**src/design/fnd_settings.svh**
```systemverilog
`ifndef FND_SETTINGS_SVH
`define FND_SETTINGS_SVH

//////////////////////////////
// Time word field positions
//////////////////////////////
`define FND_HOUR_MSB 23
`define FND_HOUR_LSB 19
`define FND_MIN_MSB 18
`define FND_MIN_LSB 13
`define FND_SEC_MSB 12
`define FND_SEC_LSB 7
`define FND_CSEC_MSB 6
`define FND_CSEC_LSB 0
`define FND_TIME_WIDTH 24

//////////////////////////////
// Display scan
//////////////////////////////
`define FND_SCAN_DIV 100000
`define FND_DIGITS 4
`define FND_DOT_THRESHOLD 50

`endif
```
**src/design/fndPanelPkg.sv**
```systemverilog
`include "fnd_settings.svh"

package fndPanelPkg;

    //////////////////////////////
    // Display mode
    //////////////////////////////

    // Odd values show hours:minutes, even values seconds:centiseconds
    typedef enum logic [2:0]
    {
        clockSec      = 3'd0,
        clockHour     = 3'd1,
        stopwatchSec  = 3'd2,
        stopwatchHour = 3'd3,
        timerSec      = 3'd4,
        timerHour     = 3'd5
    } displayMode_t;

    //////////////////////////////
    // Panel outputs
    //////////////////////////////

    // Common anode, active low, bit 7 is the decimal point
    typedef logic [7:0] segment_t;

    // Active-low digit commons
    typedef logic [`FND_DIGITS-1:0] digitEnable_t;

    // Scan position 0 is the rightmost digit
    typedef logic [$clog2(`FND_DIGITS)-1:0] position_t;

    // One LED per valid mode
    typedef logic [5:0] modeLed_t;

    typedef logic [3:0] alarmLed_t;

endpackage

```
**src/design/fndTimePkg.sv**
```systemverilog
`include "fnd_settings.svh"

package fndTimePkg;

    //////////////////////////////
    // Packed time from the clock core
    //////////////////////////////

    // Hours in the top bits, centiseconds at the bottom
    typedef logic [`FND_TIME_WIDTH-1:0] timeWord_t;

    // Individual fields, sized from their slice in the word
    typedef logic [`FND_HOUR_MSB-`FND_HOUR_LSB:0] hour_t;
    typedef logic [`FND_MIN_MSB-`FND_MIN_LSB:0] minute_t;
    typedef logic [`FND_SEC_MSB-`FND_SEC_LSB:0] second_t;
    typedef logic [`FND_CSEC_MSB-`FND_CSEC_LSB:0] centi_t;

    //////////////////////////////
    // Decimal digits
    //////////////////////////////

    // One BCD digit, 0 to 9 when legal
    typedef logic [3:0] bcdDigit_t;

endpackage

```
**src/design/fndController.sv**
```systemverilog
`include "fnd_settings.svh"

module fndController
#(
    parameter int scanDivide = `FND_SCAN_DIV
)
(
    input  logic                      iClk,
    input  logic                      iRst,
    input  fndTimePkg::timeWord_t     timeData,
    input  fndPanelPkg::displayMode_t mode,
    input  logic                      alarmEnd,
    output fndPanelPkg::segment_t     segment,
    output fndPanelPkg::digitEnable_t digitEnable,
    output fndPanelPkg::modeLed_t     modeLed,
    output fndPanelPkg::alarmLed_t    alarmLed
);

    fndTimePkg::bcdDigit_t  hourTens;
    fndTimePkg::bcdDigit_t  hourOnes;
    fndTimePkg::bcdDigit_t  minTens;
    fndTimePkg::bcdDigit_t  minOnes;
    fndTimePkg::bcdDigit_t  secTens;
    fndTimePkg::bcdDigit_t  secOnes;
    fndTimePkg::bcdDigit_t  centiTens;
    fndTimePkg::bcdDigit_t  centiOnes;
    logic                   dotPhase;
    fndPanelPkg::position_t position;
    fndTimePkg::bcdDigit_t  digit;
    logic                   dotOn;

    //////////////////////////////
    // Input side
    //////////////////////////////
    timeCapture u_timeCapture
    (
        .iClk      (iClk),
        .iRst      (iRst),
        .timeData  (timeData),
        .hourTens  (hourTens),
        .hourOnes  (hourOnes),
        .minTens   (minTens),
        .minOnes   (minOnes),
        .secTens   (secTens),
        .secOnes   (secOnes),
        .centiTens (centiTens),
        .centiOnes (centiOnes),
        .dotPhase  (dotPhase)
    );

    //////////////////////////////
    // Scan and output side
    //////////////////////////////
    scanSequencer #(.scanDivide(scanDivide)) u_scanSequencer
    (
        .iClk      (iClk),
        .iRst      (iRst),
        .mode      (mode),
        .hourTens  (hourTens),
        .hourOnes  (hourOnes),
        .minTens   (minTens),
        .minOnes   (minOnes),
        .secTens   (secTens),
        .secOnes   (secOnes),
        .centiTens (centiTens),
        .centiOnes (centiOnes),
        .dotPhase  (dotPhase),
        .position  (position),
        .digit     (digit),
        .dotOn     (dotOn)
    );

    segmentDriver u_segmentDriver
    (
        .iClk        (iClk),
        .iRst        (iRst),
        .position    (position),
        .digit       (digit),
        .dotOn       (dotOn),
        .mode        (mode),
        .alarmEnd    (alarmEnd),
        .dotPhase    (dotPhase),
        .segment     (segment),
        .digitEnable (digitEnable),
        .modeLed     (modeLed),
        .alarmLed    (alarmLed)
    );

endmodule

```
**src/design/segmentDriver.sv**
```systemverilog
module segmentDriver
(
    input  logic                      iClk,
    input  logic                      iRst,
    input  fndPanelPkg::position_t    position,
    input  fndTimePkg::bcdDigit_t     digit,
    input  logic                      dotOn,
    input  fndPanelPkg::displayMode_t mode,
    input  logic                      alarmEnd,
    input  logic                      dotPhase,
    output fndPanelPkg::segment_t     segment,
    output fndPanelPkg::digitEnable_t digitEnable,
    output fndPanelPkg::modeLed_t     modeLed,
    output fndPanelPkg::alarmLed_t    alarmLed
);

    logic                   scanActive;
    logic                   litNow;
    fndPanelPkg::segment_t  pattern;
    fndPanelPkg::modeLed_t  modeLedNext;
    fndPanelPkg::alarmLed_t alarmLedNext;

    //////////////////////////////
    // Segment encoding
    //////////////////////////////
    always_comb
    begin
        case (digit)
            4'd0:    pattern = 8'hC0;
            4'd1:    pattern = 8'hF9;
            4'd2:    pattern = 8'hA4;
            4'd3:    pattern = 8'hB0;
            4'd4:    pattern = 8'h99;
            4'd5:    pattern = 8'h92;
            4'd6:    pattern = 8'h82;
            4'd7:    pattern = 8'hF8;
            4'd8:    pattern = 8'h80;
            4'd9:    pattern = 8'h90;
            default: pattern = 8'hFF;
        endcase
        if (dotOn)
            pattern[7] = 1'b0;
    end

    // Dark until the sequencer reaches position 0 for the first time
    assign litNow = scanActive || (position == '0);

    //////////////////////////////
    // LED decode
    //////////////////////////////
    always_comb
    begin
        case (mode)
            fndPanelPkg::clockSec:      modeLedNext = 6'b00_0001;
            fndPanelPkg::clockHour:     modeLedNext = 6'b00_0010;
            fndPanelPkg::stopwatchSec:  modeLedNext = 6'b00_0100;
            fndPanelPkg::stopwatchHour: modeLedNext = 6'b00_1000;
            fndPanelPkg::timerSec:      modeLedNext = 6'b01_0000;
            fndPanelPkg::timerHour:     modeLedNext = 6'b10_0000;
            default:                    modeLedNext = '0;
        endcase
    end

    // Alternating pair swaps every half second
    assign alarmLedNext = !alarmEnd ? 4'b0000 : (dotPhase ? 4'b1010 : 4'b0101);

    always_ff @(posedge iClk or posedge iRst)
    begin
        if (iRst)
        begin
            scanActive  <= 1'b0;
            segment     <= 8'hFF;
            digitEnable <= '1;
            modeLed     <= '0;
            alarmLed    <= '0;
        end
        else
        begin
            scanActive <= litNow;
            if (litNow)
            begin
                segment     <= pattern;
                digitEnable <= ~(fndPanelPkg::digitEnable_t'(1) << position);
            end
            modeLed  <= modeLedNext;
            alarmLed <= alarmLedNext;
        end
    end

endmodule

```
**src/design/scanSequencer.sv**
```systemverilog
`include "fnd_settings.svh"

module scanSequencer
#(
    parameter int scanDivide = `FND_SCAN_DIV
)
(
    input  logic                     iClk,
    input  logic                     iRst,
    input  fndPanelPkg::displayMode_t mode,
    input  fndTimePkg::bcdDigit_t    hourTens,
    input  fndTimePkg::bcdDigit_t    hourOnes,
    input  fndTimePkg::bcdDigit_t    minTens,
    input  fndTimePkg::bcdDigit_t    minOnes,
    input  fndTimePkg::bcdDigit_t    secTens,
    input  fndTimePkg::bcdDigit_t    secOnes,
    input  fndTimePkg::bcdDigit_t    centiTens,
    input  fndTimePkg::bcdDigit_t    centiOnes,
    input  logic                     dotPhase,
    output fndPanelPkg::position_t   position,
    output fndTimePkg::bcdDigit_t    digit,
    output logic                     dotOn
);

    localparam int divWidth = (scanDivide > 2) ? $clog2(scanDivide) : 1;

    logic [divWidth-1:0]    divCount;
    logic                   scanStep;
    logic                   hourPage;
    fndPanelPkg::position_t nextPosition;
    fndTimePkg::bcdDigit_t  nextDigit;

    //////////////////////////////
    // Scan divider
    //////////////////////////////
    assign scanStep = (divCount == divWidth'(scanDivide - 1));

    always_ff @(posedge iClk or posedge iRst)
    begin
        if (iRst)
            divCount <= '0;
        else if (scanStep)
            divCount <= '0;
        else
            divCount <= divCount + 1'b1;
    end

    //////////////////////////////
    // Page and digit select
    //////////////////////////////
    assign nextPosition = fndPanelPkg::position_t'(position + 1'b1);

    // Invalid modes fall back to the seconds page
    always_comb
    begin
        case (mode)
            fndPanelPkg::clockHour,
            fndPanelPkg::stopwatchHour,
            fndPanelPkg::timerHour: hourPage = 1'b1;
            default:                hourPage = 1'b0;
        endcase
    end

    always_comb
    begin
        case ({hourPage, nextPosition})
            3'b1_00: nextDigit = minOnes;
            3'b1_01: nextDigit = minTens;
            3'b1_10: nextDigit = hourOnes;
            3'b1_11: nextDigit = hourTens;
            3'b0_00: nextDigit = centiOnes;
            3'b0_01: nextDigit = centiTens;
            3'b0_10: nextDigit = secOnes;
            default: nextDigit = secTens;
        endcase
    end

    // Position, digit and dot move on the same edge
    always_ff @(posedge iClk or posedge iRst)
    begin
        if (iRst)
        begin
            position <= fndPanelPkg::position_t'(`FND_DIGITS - 1);
            digit    <= '0;
            dotOn    <= 1'b0;
        end
        else if (scanStep)
        begin
            position <= nextPosition;
            digit    <= nextDigit;
            dotOn    <= dotPhase && (nextPosition == fndPanelPkg::position_t'(2));
        end
    end

endmodule

```
**src/design/timeCapture.sv**
```systemverilog
`include "fnd_settings.svh"

module timeCapture
(
    input  logic                  iClk,
    input  logic                  iRst,
    input  fndTimePkg::timeWord_t timeData,
    output fndTimePkg::bcdDigit_t hourTens,
    output fndTimePkg::bcdDigit_t hourOnes,
    output fndTimePkg::bcdDigit_t minTens,
    output fndTimePkg::bcdDigit_t minOnes,
    output fndTimePkg::bcdDigit_t secTens,
    output fndTimePkg::bcdDigit_t secOnes,
    output fndTimePkg::bcdDigit_t centiTens,
    output fndTimePkg::bcdDigit_t centiOnes,
    output logic                  dotPhase
);

    fndTimePkg::hour_t     hourField;
    fndTimePkg::minute_t   minField;
    fndTimePkg::second_t   secField;
    fndTimePkg::centi_t    centiField;
    fndTimePkg::bcdDigit_t splitDigits [8];

    //////////////////////////////
    // Field slicing
    //////////////////////////////
    assign hourField  = timeData[`FND_HOUR_MSB:`FND_HOUR_LSB];
    assign minField   = timeData[`FND_MIN_MSB:`FND_MIN_LSB];
    assign secField   = timeData[`FND_SEC_MSB:`FND_SEC_LSB];
    assign centiField = timeData[`FND_CSEC_MSB:`FND_CSEC_LSB];

    // Even index tens, odd index ones
    timeDigitSplit #(.tField(fndTimePkg::hour_t)) u_hourSplit
    (
        .value (hourField),
        .tens  (splitDigits[0]),
        .ones  (splitDigits[1])
    );

    timeDigitSplit #(.tField(fndTimePkg::minute_t)) u_minSplit
    (
        .value (minField),
        .tens  (splitDigits[2]),
        .ones  (splitDigits[3])
    );

    timeDigitSplit #(.tField(fndTimePkg::second_t)) u_secSplit
    (
        .value (secField),
        .tens  (splitDigits[4]),
        .ones  (splitDigits[5])
    );

    timeDigitSplit #(.tField(fndTimePkg::centi_t)) u_centiSplit
    (
        .value (centiField),
        .tens  (splitDigits[6]),
        .ones  (splitDigits[7])
    );

    //////////////////////////////
    // Digit registers
    //////////////////////////////
    always_ff @(posedge iClk or posedge iRst)
    begin
        if (iRst)
        begin
            hourTens  <= '0;
            hourOnes  <= '0;
            minTens   <= '0;
            minOnes   <= '0;
            secTens   <= '0;
            secOnes   <= '0;
            centiTens <= '0;
            centiOnes <= '0;
            dotPhase  <= 1'b0;
        end
        else
        begin
            hourTens  <= splitDigits[0];
            hourOnes  <= splitDigits[1];
            minTens   <= splitDigits[2];
            minOnes   <= splitDigits[3];
            secTens   <= splitDigits[4];
            secOnes   <= splitDigits[5];
            centiTens <= splitDigits[6];
            centiOnes <= splitDigits[7];
            // Second half of every second
            dotPhase  <= (centiField >= fndTimePkg::centi_t'(`FND_DOT_THRESHOLD));
        end
    end

endmodule

```
**src/design/timeDigitSplit.sv**
```systemverilog
module timeDigitSplit
#(
    parameter type tField = logic [6:0]
)
(
    input  tField                 value,
    output fndTimePkg::bcdDigit_t tens,
    output fndTimePkg::bcdDigit_t ones
);

    // Two-digit fields only, anything above 99 wraps in the tens
    fndTimePkg::bcdDigit_t onesDigit;
    fndTimePkg::bcdDigit_t tensDigit;

    always_comb
    begin
        onesDigit = fndTimePkg::bcdDigit_t'(value % 10);
        tensDigit = fndTimePkg::bcdDigit_t'((value / 10) % 10);
    end

    assign ones = onesDigit;
    assign tens = tensDigit;

endmodule

```
**config.mk**
```make
export PLATFORM = sky130hd
export DESIGN_NAME = fndController
export DESIGN_NICKNAME = d
export VERILOG_FILES = /design/src/design/fndPanelPkg.sv /design/src/design/fndTimePkg.sv /design/src/design/fndController.sv /design/src/design/segmentDriver.sv /design/src/design/scanSequencer.sv /design/src/design/timeCapture.sv /design/src/design/timeDigitSplit.sv
export VERILOG_INCLUDE_DIRS = /design/src /design/src/design
export SDC_FILE = /design/constraint.sdc
export NUM_CORES = 1
export LEC_CHECK = 0
export CORE_MARGIN = 1.5
export CORE_UTILIZATION = 51
export CTS_CLUSTER_DIAMETER = 30
export DETAILED_ROUTE_END_ITERATION = 6
export DONT_BUFFER_PORTS = 1
export PLACE_DENSITY = 0.68
export SYNTH_ARGS = -nofsm -noshare
export SYNTH_HDL_FRONTEND = slang
export SYNTH_SLANG_ARGS = --single-unit
```
**constraint.sdc**
```tcl
create_clock -name iClk -period 5.9 [get_ports iClk]
set_clock_uncertainty 0.1 [all_clocks]
set_input_delay 0.885 -clock iClk [delete_from_list [all_inputs] [get_ports iClk]]
set_output_delay 0.885 -clock iClk [all_outputs]
set_load 0.01 [all_outputs]
```
==> results of run 1 <==
==> worst max-delay path, stage by stage <==
cell                       delay, ns
sky130_fd_sc_hd__inv_1          0.07
sky130_fd_sc_hd__ha_1           0.15
sky130_fd_sc_hd__inv_1          0.04
sky130_fd_sc_hd__ha_1           0.31
sky130_fd_sc_hd__nand2b_1       0.14
sky130_fd_sc_hd__o21a_1         0.24
sky130_fd_sc_hd__a21oi_4        0.07
sky130_fd_sc_hd__maj3_4         0.37
sky130_fd_sc_hd__a21oi_4        0.30
sky130_fd_sc_hd__mux2_4         0.33
sky130_fd_sc_hd__a311oi_1       0.21
sky130_fd_sc_hd__nand2_1        0.08
==> final timing paths <==
path                                                        start                                endpoint
min in group asynchronous                                    iRst    u_segmentDriver.modeLed[2]$_DFF_PP0_
max in group asynchronous                                    iRst     u_timeCapture.hourOnes[0]$_DFF_PP0_
min                             u_scanSequencer.dotOn$_DFFE_PP0N_  u_segmentDriver.segment[7]$_DFFE_PP1P_
max reg2reg                u_scanSequencer.divCount[12]$_DFF_PP0_  u_scanSequencer.divCount[10]$_DFF_PP0_
min reg2reg                     u_scanSequencer.dotOn$_DFFE_PP0N_  u_segmentDriver.segment[7]$_DFFE_PP1P_
max                                                   timeData[5]    u_timeCapture.centiOnes[2]$_DFF_PP0_
==> kinds of logic after synthesis <==
group                    synth area share (%)
multiplexers                             3.78
AND/OR/NAND/NOR                          15.5
flip-flops                               45.6
AO/OA/AOI/OAI                            17.5
buffers and inverters                    4.61
adder cells (fa/ha/maj)                  8.20
XOR/XNOR                                 4.91
==> cells in the final DEF, fill, tap and decap left out, drive strengths merged, types with 3 or more instances in the layout <==
cell and n:
a31oi 4, nand3 10, xnor2 13, nand2 37, mux2i 5, and2 6
nor3 5, a21o 3, inv 28, and3 3, dfstp 14, nor2 31
a21oi 27, a22o 3, ha 25, mux2 9, or2 3, clkbuf 13
nor2b 11, dfrtp 60, o21ai 31, nand2b 5, xor2 10, a22oi 7
nor3b 4, a221oi 5
==> stage by stage <==
step | util [%] | hold WS [ns] | power (mW)
after floorplan | - | 0.305 | 0.667
after global placement | 53.6 | 0.323 | 0.684
after detailed placement | 53.6 | 0.347 | 0.689
after CTS | 55.9 | 0.361 | 1.06
after global routing | 55.9 | 0.399 | 1.10
final | 55.9 | 0.362 | 1.05
==> routing by layer <==
metal  part of all wire, %  vias to the layer above  global-route usage, %
li1                      -                     1431                      -
met1                    46                     1365                   22.2
met2                    48                       65                   29.8
met3                   4.6                       14                   6.24
met4                   2.2                        0                   7.83
met5                     0                        -                      0
==> state kept, by name (all words and copies together), names as in the netlist, 4 cells and up <==
name,flops
u_timeCapture.minOnes,4
u_timeCapture.secOnes,4
u_segmentDriver.segment,8
u_scanSequencer.digit,4
u_timeCapture.centiOnes,4
u_timeCapture.centiTens,4
u_scanSequencer.divCount,17
u_segmentDriver.digitEnable,4
u_segmentDriver.modeLed,6
u_timeCapture.hourOnes,4
==> report_power, final <==
part | switching (mW) | internal [mW]
clock | 0.173 | 0.195
sequential | 0.0122 | 0.536
combinational | 0.0715 | 0.0601
==> cell type report <==
| cell class | count | share of cell area, % |
|---|---|---|
| Clock buffer | 13 | 3.20 |
| Clock inverter | 3 | 0.922 |
| Inverter | 28 | 2.42 |
| Multi-Input combinational cell | 294 | 47.1 |
| Sequential cell | 74 | 43.1 |
| Tap cell | 102 | 2.94 |
| Timing Repair Buffer | 2 | 0.346 |
==> reports/metrics.json, run 1 <==
{
  "job": {
    "max_capacitance_violation_count": 0
  },
  "global_routing": {
    "number_of_antenna_violations_at_the_first_check_in_global_routing": 0,
    "grt_start_max_net_pins": 75,
    "first_global_vias": 2783,
    "grt_remaining_overflow": 0,
    "grt_first_pass_wirelength_mm": 12.4,
    "grt_util_all_layers_pct": 18.3
  },
  "placed_design": {
    "detailed_place_hpwl_mm": 5.28,
    "place_worst_setup_slack_ns": 2.49,
    "place.port_buffers": 0,
    "placedCellCount": 500,
    "postPlaceCellArea_mm2": 0.00416,
    "place.gp.congestion": 0.838
  },
  "floorplanning": {
    "die_h_um": 92.7,
    "core-area_mm2": 0.00777,
    "initial_utilization_pct": 52.8,
    "i_o_pins": 52,
    "fp.dieArea_mm2": 0.00859,
    "core.rowCount": 32,
    "die_width_um": 92.7
  },
  "power": {
    "max-vdd-ir-drop_mv": 0.0945,
    "power-per-cell-area_mw_per_mm2": 241,
    "power.leakage_nw": 1.86
  },
  "synth": {
    "synth_top_area_share_pct": 36.6,
    "synth.area.top_cells": "sky130_fd_sc_hd__dfrtp_1 (37%), sky130_fd_sc_hd__dfstp_2 (9.0%), sky130_fd_sc_hd__ha_1 (7.6%), sky130_fd_sc_hd__o21ai_0 (3.7%), sky130_fd_sc_hd__nand2_1 (3.4%)",
    "yosysUniqueCellTypes": 67,
    "synth_register_bits": 74,
    "yosysWarningCount": 0,
    "synth_area_per_cell_um2": 9.93,
    "synth-seq-area-share_pct": 45.6,
    "commonest_register_cell_after_synthesis": "sky130_fd_sc_hd__dfrtp_1",
    "synthMostInstantiatedCell": "sky130_fd_sc_hd__dfrtp_1",
    "syn-num-nets": 468,
    "yosys.area.top_type": "sky130_fd_sc_hd__dfrtp_1",
    "share_of_async_settable_or_async_resettable_flops_after_synthesis_pct": 100,
    "postSynthCellCount": 413,
    "synthesis.area_mm2": 0.00410,
    "synth.top_cells.by_count": "sky130_fd_sc_hd__dfrtp_1 (60), sky130_fd_sc_hd__nand2_1 (37), sky130_fd_sc_hd__nor2_1 (31)",
    "synth_edf_count": 0
  },
  "timing": {
    "setup_violations": 0,
    "max_slew_margin_pct": 27.8,
    "rsz0062_at_grt": "no",
    "setup_total_negative_slack_ns": 0,
    "worstMarginPinSlew_ns": 1.08,
    "final.period_utilization_pct": 52.0,
    "minimum_clock_period_ns": 3.07,
    "fmaxAchievable_ghz": 0.326,
    "slew_viol_final": 0,
    "final_hold_viol_count": 0,
    "fin_ws_ns": 2.83
  },
  "detailed_routing": {
    "wl_mm": 7.41,
    "route.detailed.vias_per_inst": 5.57,
    "firstDrtPassIters": 5,
    "detailroute.via_count": 2875,
    "detail_route.wl_per_cell_um": 14.4,
    "first_iter_violations": 139,
    "detail-route-antenna-nets": 0,
    "drc_errors": 0
  },
  "final_layout": {
    "stdcell_count": 516,
    "multi_input_comb_area_mm2": 0.00204,
    "layout.area.seq_mm2": 0.00187,
    "drive_gt1_share_pct": 12.6,
    "antenna_cells_inserted": 0,
    "final.fill_count": 679,
    "synthToLayoutAreaGrowth_pct": 5.79,
    "num-nets-final": 464,
    "post-route-cell-area_mm2": 0.00434
  },
  "clock_network": {
    "clock-sinks": 74,
    "cts_htree_levels": 3,
    "cts.reportedPaths.clkPinSlew_ns": 0.07,
    "clk-insertion-delay-late_ns": 0.34,
    "postCtsSetupRepairBufs": 0,
    "postCtsHoldBufs": 0,
    "post_cts.resized_instances": 0,
    "clock_tree.root_cell": "sky130_fd_sc_hd__clkbuf_8",
    "ctsLongestPathBuffers": 2,
    "clock_tree_from_tritoncts": "built",
    "cts_buffers": 9
  },
  "critical_path": {
    "cp-start-kind": "input pin",
    "ff2ff_path_depth": 7,
    "crit_path_max_fanout": 10,
    "ff2ff_setup_slack_ns": 3.30,
    "cp.required_ns": 6.03,
    "critical_path_arrival_ns": 3.20,
    "timing_worst_setup_path_type": "in -> reg",
    "crit_path_end_kind": "flop"
  },
  "worst_hold_path": {
    "hold-path-cell-count": 1,
    "hold_path_class": "reg -> reg"
  },
  "run_status": {
    "run_status": "finished, final reports clean"
  }
}
Note: power is estimated with default switching activity, not from simulation.
==> run 2, diff against run 1 <==
--- a/config.mk
+++ b/config.mk
@@ -11,7 +11,7 @@
 export CTS_CLUSTER_DIAMETER = 30
 export DETAILED_ROUTE_END_ITERATION = 6
 export DONT_BUFFER_PORTS = 1
-export PLACE_DENSITY = 0.68
+export PLACE_DENSITY = 0.71
 export SYNTH_ARGS = -nofsm -noshare
 export SYNTH_HDL_FRONTEND = slang
 export SYNTH_SLANG_ARGS = --single-unit
==> constraint.sdc (replaced) <==
create_clock -name iClk -period 2.5 [get_ports iClk]
set_clock_uncertainty 0.1 [all_clocks]
set_input_delay 0.375 -clock iClk [delete_from_list [all_inputs] [get_ports iClk]]
set_output_delay 0.375 -clock iClk [all_outputs]
set_load 0.01 [all_outputs]
==> run 2 against run 1 <==
Compared with the run above: register-to-register slack lost 3.2 ns; setup slack lost 2.8 ns; sequential share of layout area shrank 3.4 points; power grew to 2.5 times the previous value; sequential power grew 140%; non-clock buffer count grew 32; cell count grew 6.2%; hold slack lost 0.33 ns; count of clock-buffer cells in the layout shrank 4; wire length grew 5.5%; utilization grew 4.8 points; flip-flop and latch count is the same.
==> reports/metrics.json, run 2 (synthesized netlist as in run 1, its figures left out) <==
{
  "run_status": {
    "run_status": "finished, final reports clean"
  },
  "global_routing": {
    "number_of_antenna_violations_at_the_first_check_in_global_routing": {"value": 0, "change": "unchanged"},
    "first_global_vias": {"value": 3081, "change": "+11%"},
    "grt_remaining_overflow": {"value": 0, "change": "unchanged"},
    "grt_util_all_layers": {"value": 20.0, "unit": "%", "change": "+1.6 points"},
    "grt_start_max_net_pins": {"value": 26, "change": "-65%"},
    "grt_first_pass_wirelength": {"value": 13.6, "unit": "mm", "change": "+9.7%"}
  },
  "clock_network": {
    "cts_htree_levels": {"value": 3, "change": "unchanged"},
    "cts_buffers": {"value": 9, "change": "unchanged"},
    "clock_tree.root_cell": "sky130_fd_sc_hd__clkbuf_8",
    "ctsLongestPathBuffers": {"value": 2, "change": "unchanged"},
    "clock-sinks": {"value": 74, "change": "unchanged"},
    "cts.reportedPaths.clkPinSlew": {"value": 0.08, "unit": "ns", "change": "about the same"},
    "clock_tree_from_tritoncts": "built",
    "clk-insertion-delay-late": {"value": 0.34, "unit": "ns", "change": "about the same"}
  },
  "critical_path": {
    "timing_worst_setup_path_type": "reg -> reg",
    "crit_path_max_fanout": {"value": 13, "change": "+3"},
    "cp.required": {"value": 2.67, "unit": "ns", "change": "-3.36 ns"},
    "worstReg2RegEnd": "u_scanSequencer.digit[1]$_DFFE_PP0N_",
    "reg2reg_from": "u_scanSequencer.divCount[12]$_DFF_PP0_",
    "cp-start-kind": "flop",
    "critical_path_arrival": {"value": 2.61, "unit": "ns", "change": "-0.59 ns"},
    "ff2ff_path_depth": {"value": 7, "change": "unchanged"},
    "ff2ff_setup_slack": {"value": 0.06, "unit": "ns", "change": "-3.24 ns"},
    "crit_path_end_kind": "flop"
  },
  "detailed_routing": {
    "route.detailed.vias_per_inst": {"value": 5.56, "change": "-0.24%"},
    "detailroute.via_count": {"value": 3046, "change": "+5.9%"},
    "drc_errors": {"value": 0, "change": "unchanged"},
    "met3RoutedLength": {"value": 306, "unit": "µm", "change": "-9.5%"},
    "first_iter_violations": {"value": 83, "change": "-40%"},
    "routed.top_layer": "met4",
    "routed-wl-met2": {"value": 3.97, "unit": "mm", "change": "+13%"},
    "wl_met1": {"value": 3.43, "unit": "mm", "change": "+1.5%"},
    "detail_route.wl_per_cell": {"value": 14.3, "unit": "µm", "change": "-0.61%"},
    "wl": {"value": 7.82, "unit": "mm", "change": "+5.5%"},
    "firstDrtPassIters": {"value": 6, "change": "+1"},
    "detail-route-antenna-nets": {"value": 0, "change": "unchanged"}
  },
  "timing": {
    "final.period_utilization_pct": 97.6,
    "max_slew_margin": {"value": 68.5, "unit": "%", "change": "+41 points"},
    "setup_violations": {"value": 0, "change": "unchanged"},
    "final_hold_viol_count": {"value": 0, "change": "unchanged"},
    "worstMarginPinSlew": {"value": 0.460, "unit": "ns", "change": "-0.619 ns"},
    "slew_viol_final": {"value": 0, "change": "unchanged"},
    "fmaxAchievable_ghz": 0.410,
    "minimum_clock_period_ns": 2.44,
    "setup_total_negative_slack": {"value": 0, "unit": "ns", "change": "unchanged"},
    "fin_ws": {"value": 0.0598, "unit": "ns", "change": "-2.77 ns"}
  },
  "floorplanning": {
    "fp.dieArea": {"value": 0.00859, "unit": "mm²", "change": "unchanged"},
    "core-area": {"value": 0.00777, "unit": "mm²", "change": "unchanged"},
    "die_width": {"value": 92.7, "unit": "µm", "change": "unchanged"},
    "core.rowCount": {"value": 32, "change": "unchanged"},
    "initial_utilization": {"value": 52.8, "unit": "%", "change": "unchanged"},
    "die_h": {"value": 92.7, "unit": "µm", "change": "unchanged"},
    "i_o_pins": {"value": 52, "change": "unchanged"}
  },
  "final_layout": {
    "num-nets-final": {"value": 496, "change": "+6.9%"},
    "final_common_cell": "sky130_fd_sc_hd__dfrtp_1",
    "final.fill_count": {"value": 648, "change": "-4.6%"},
    "synthToLayoutAreaGrowth_pct": 14.8,
    "post-route-util": {"value": 60.6, "unit": "%", "change": "+4.8 points"},
    "top_register": "u_scanSequencer.divCount",
    "post-route-cell-area": {"value": 0.00471, "unit": "mm²", "change": "+8.5%"},
    "biggestRegsByFlops": "u_scanSequencer.divCount: 17 flops, u_segmentDriver.segment: 8 flops, u_segmentDriver.modeLed: 6 flops",
    "antenna_cells_inserted": {"value": 0, "change": "unchanged"},
    "mostFrequentLayoutCells": "sky130_fd_sc_hd__dfrtp_1 (60), sky130_fd_sc_hd__nand2_1 (37), sky130_fd_sc_hd__nor2_1 (31)",
    "largest_register_ffs": {"value": 17, "change": "unchanged"},
    "drive_gt1_share": {"value": 18.8, "unit": "%", "change": "+6.3 points"}
  },
  "power": {
    "total_power": {"value": 2.65, "unit": "mW", "change": "+150%"},
    "max-vdd-ir-drop": {"value": 0.263, "unit": "mV", "change": "+180%"},
    "power.leakage": {"value": 2.03, "unit": "nW", "change": "+9.0%"},
    "power-per-cell-area": {"value": 562, "unit": "mW/mm²", "change": "+130%"}
  },
  "placed_design": {
    "place.port_buffers": {"value": 0, "change": "unchanged"},
    "detailed_place_hpwl": {"value": 5.74, "unit": "mm", "change": "+8.7%"},
    "place_worst_setup_slack": {"value": -0.121, "unit": "ns", "change": "-2.61 ns"},
    "postPlaceCellArea": {"value": 0.00437, "unit": "mm²", "change": "+5.1%"},
    "place.gp.congestion": {"value": 0.906, "change": "+8.1%"}
  },
  "worst_hold_path": {
    "hold-path-cell-count": {"value": 1, "change": "unchanged"},
    "worst_hold_path.endpoint": "u_timeCapture.minOnes[1]$_DFF_PP0_",
    "hold_path_class": "in -> reg",
    "min-delay-start": "timeData[14]"
  },
  "job": {
    "max_capacitance_violation_count": {"value": 0, "change": "unchanged"}
  }
}
run 2: what timing repair did:
action                                 in CTS  in global routing
gates resized for setup                     0                  2
setup endpoints to repair                   0                  5
endpoints found under the hold margin      31                  0
hold buffers                               10                  0
buffers inserted                            0                  1
run 2: power breakdown:
group | internal (mW) | switching [mW] | total, mW
combinational | 0.186 | 0.184 | 0.370
sequential | 1.26 | 0.0271 | 1.29
clock | 0.557 | 0.430 | 0.988
total | 2.01 | 0.641 | 2.65
run 2: worst max path at each step:
stage / startpoint / end / slack [ns] / depth (start not counted)
3_5_place_dp: timeData[5] / u_timeCapture.centiOnes[3]$_DFF_PP0_ / -0.12 / 13
6_report: u_scanSequencer.divCount[12]$_DFF_PP0_ / u_scanSequencer.digit[1]$_DFFE_PP0N_ / 0.06 / 7
4_1_cts: u_scanSequencer.divCount[12]$_DFF_PP0_ / u_scanSequencer.digit[1]$_DFFE_PP0N_ / 0.14 / 7
3_3_place_gp: timeData[5] / u_timeCapture.centiOnes[2]$_DFF_PP0_ / -0.06 / 12
5_1_grt: u_scanSequencer.divCount[12]$_DFF_PP0_ / u_scanSequencer.dotOn$_DFFE_PP0N_ / -0.06 / 7
2_1_floorplan: timeData[4] / u_timeCapture.centiOnes[2]$_DFF_PP0_ / -0.16 / 13
run 2: layer usage:
metal,up-vias,global-route usage [%]
met4,0,6.69
met3,12,5.25
met2,69,34.4
met5,-,0
li1,1505,-
met1,1460,24.2
run 2: final cells by class:
| type | count | area (µm²) | share of cell area, % |
|---|---|---|---|
| clock inverter | 7 | 93.8 | 1.99 |
| multi-input combinational | 294 | 2090 | 44.5 |
| tap | 102 | 128 | 2.71 |
| sequential | 74 | 1870 | 39.7 |
| timing repair buffer | 34 | 293 | 6.22 |
| clock buffer | 9 | 124 | 2.63 |
| inverter | 28 | 108 | 2.28 |
run 2: metrics by stage:
stage	hold WS (ns)	std cells
6_report	0.0364	548
3_5_place_dp	0.219	521
5_1_grt	0.00912	548
3_3_place_gp	0.211	521
4_1_cts	0.0104	547
2_1_floorplan	0.305	413
run 2: worst max-delay path, stage by stage, from the launching register on:
cell	delay (ns)
sky130_fd_sc_hd__dfrtp_1	0.41
sky130_fd_sc_hd__or4b_1	0.54
sky130_fd_sc_hd__or4b_1	0.55
sky130_fd_sc_hd__nor4_2	0.20
sky130_fd_sc_hd__and3_4	0.27
sky130_fd_sc_hd__buf_12	0.13
sky130_fd_sc_hd__nor2_1	0.04
sky130_fd_sc_hd__a31oi_1	0.13
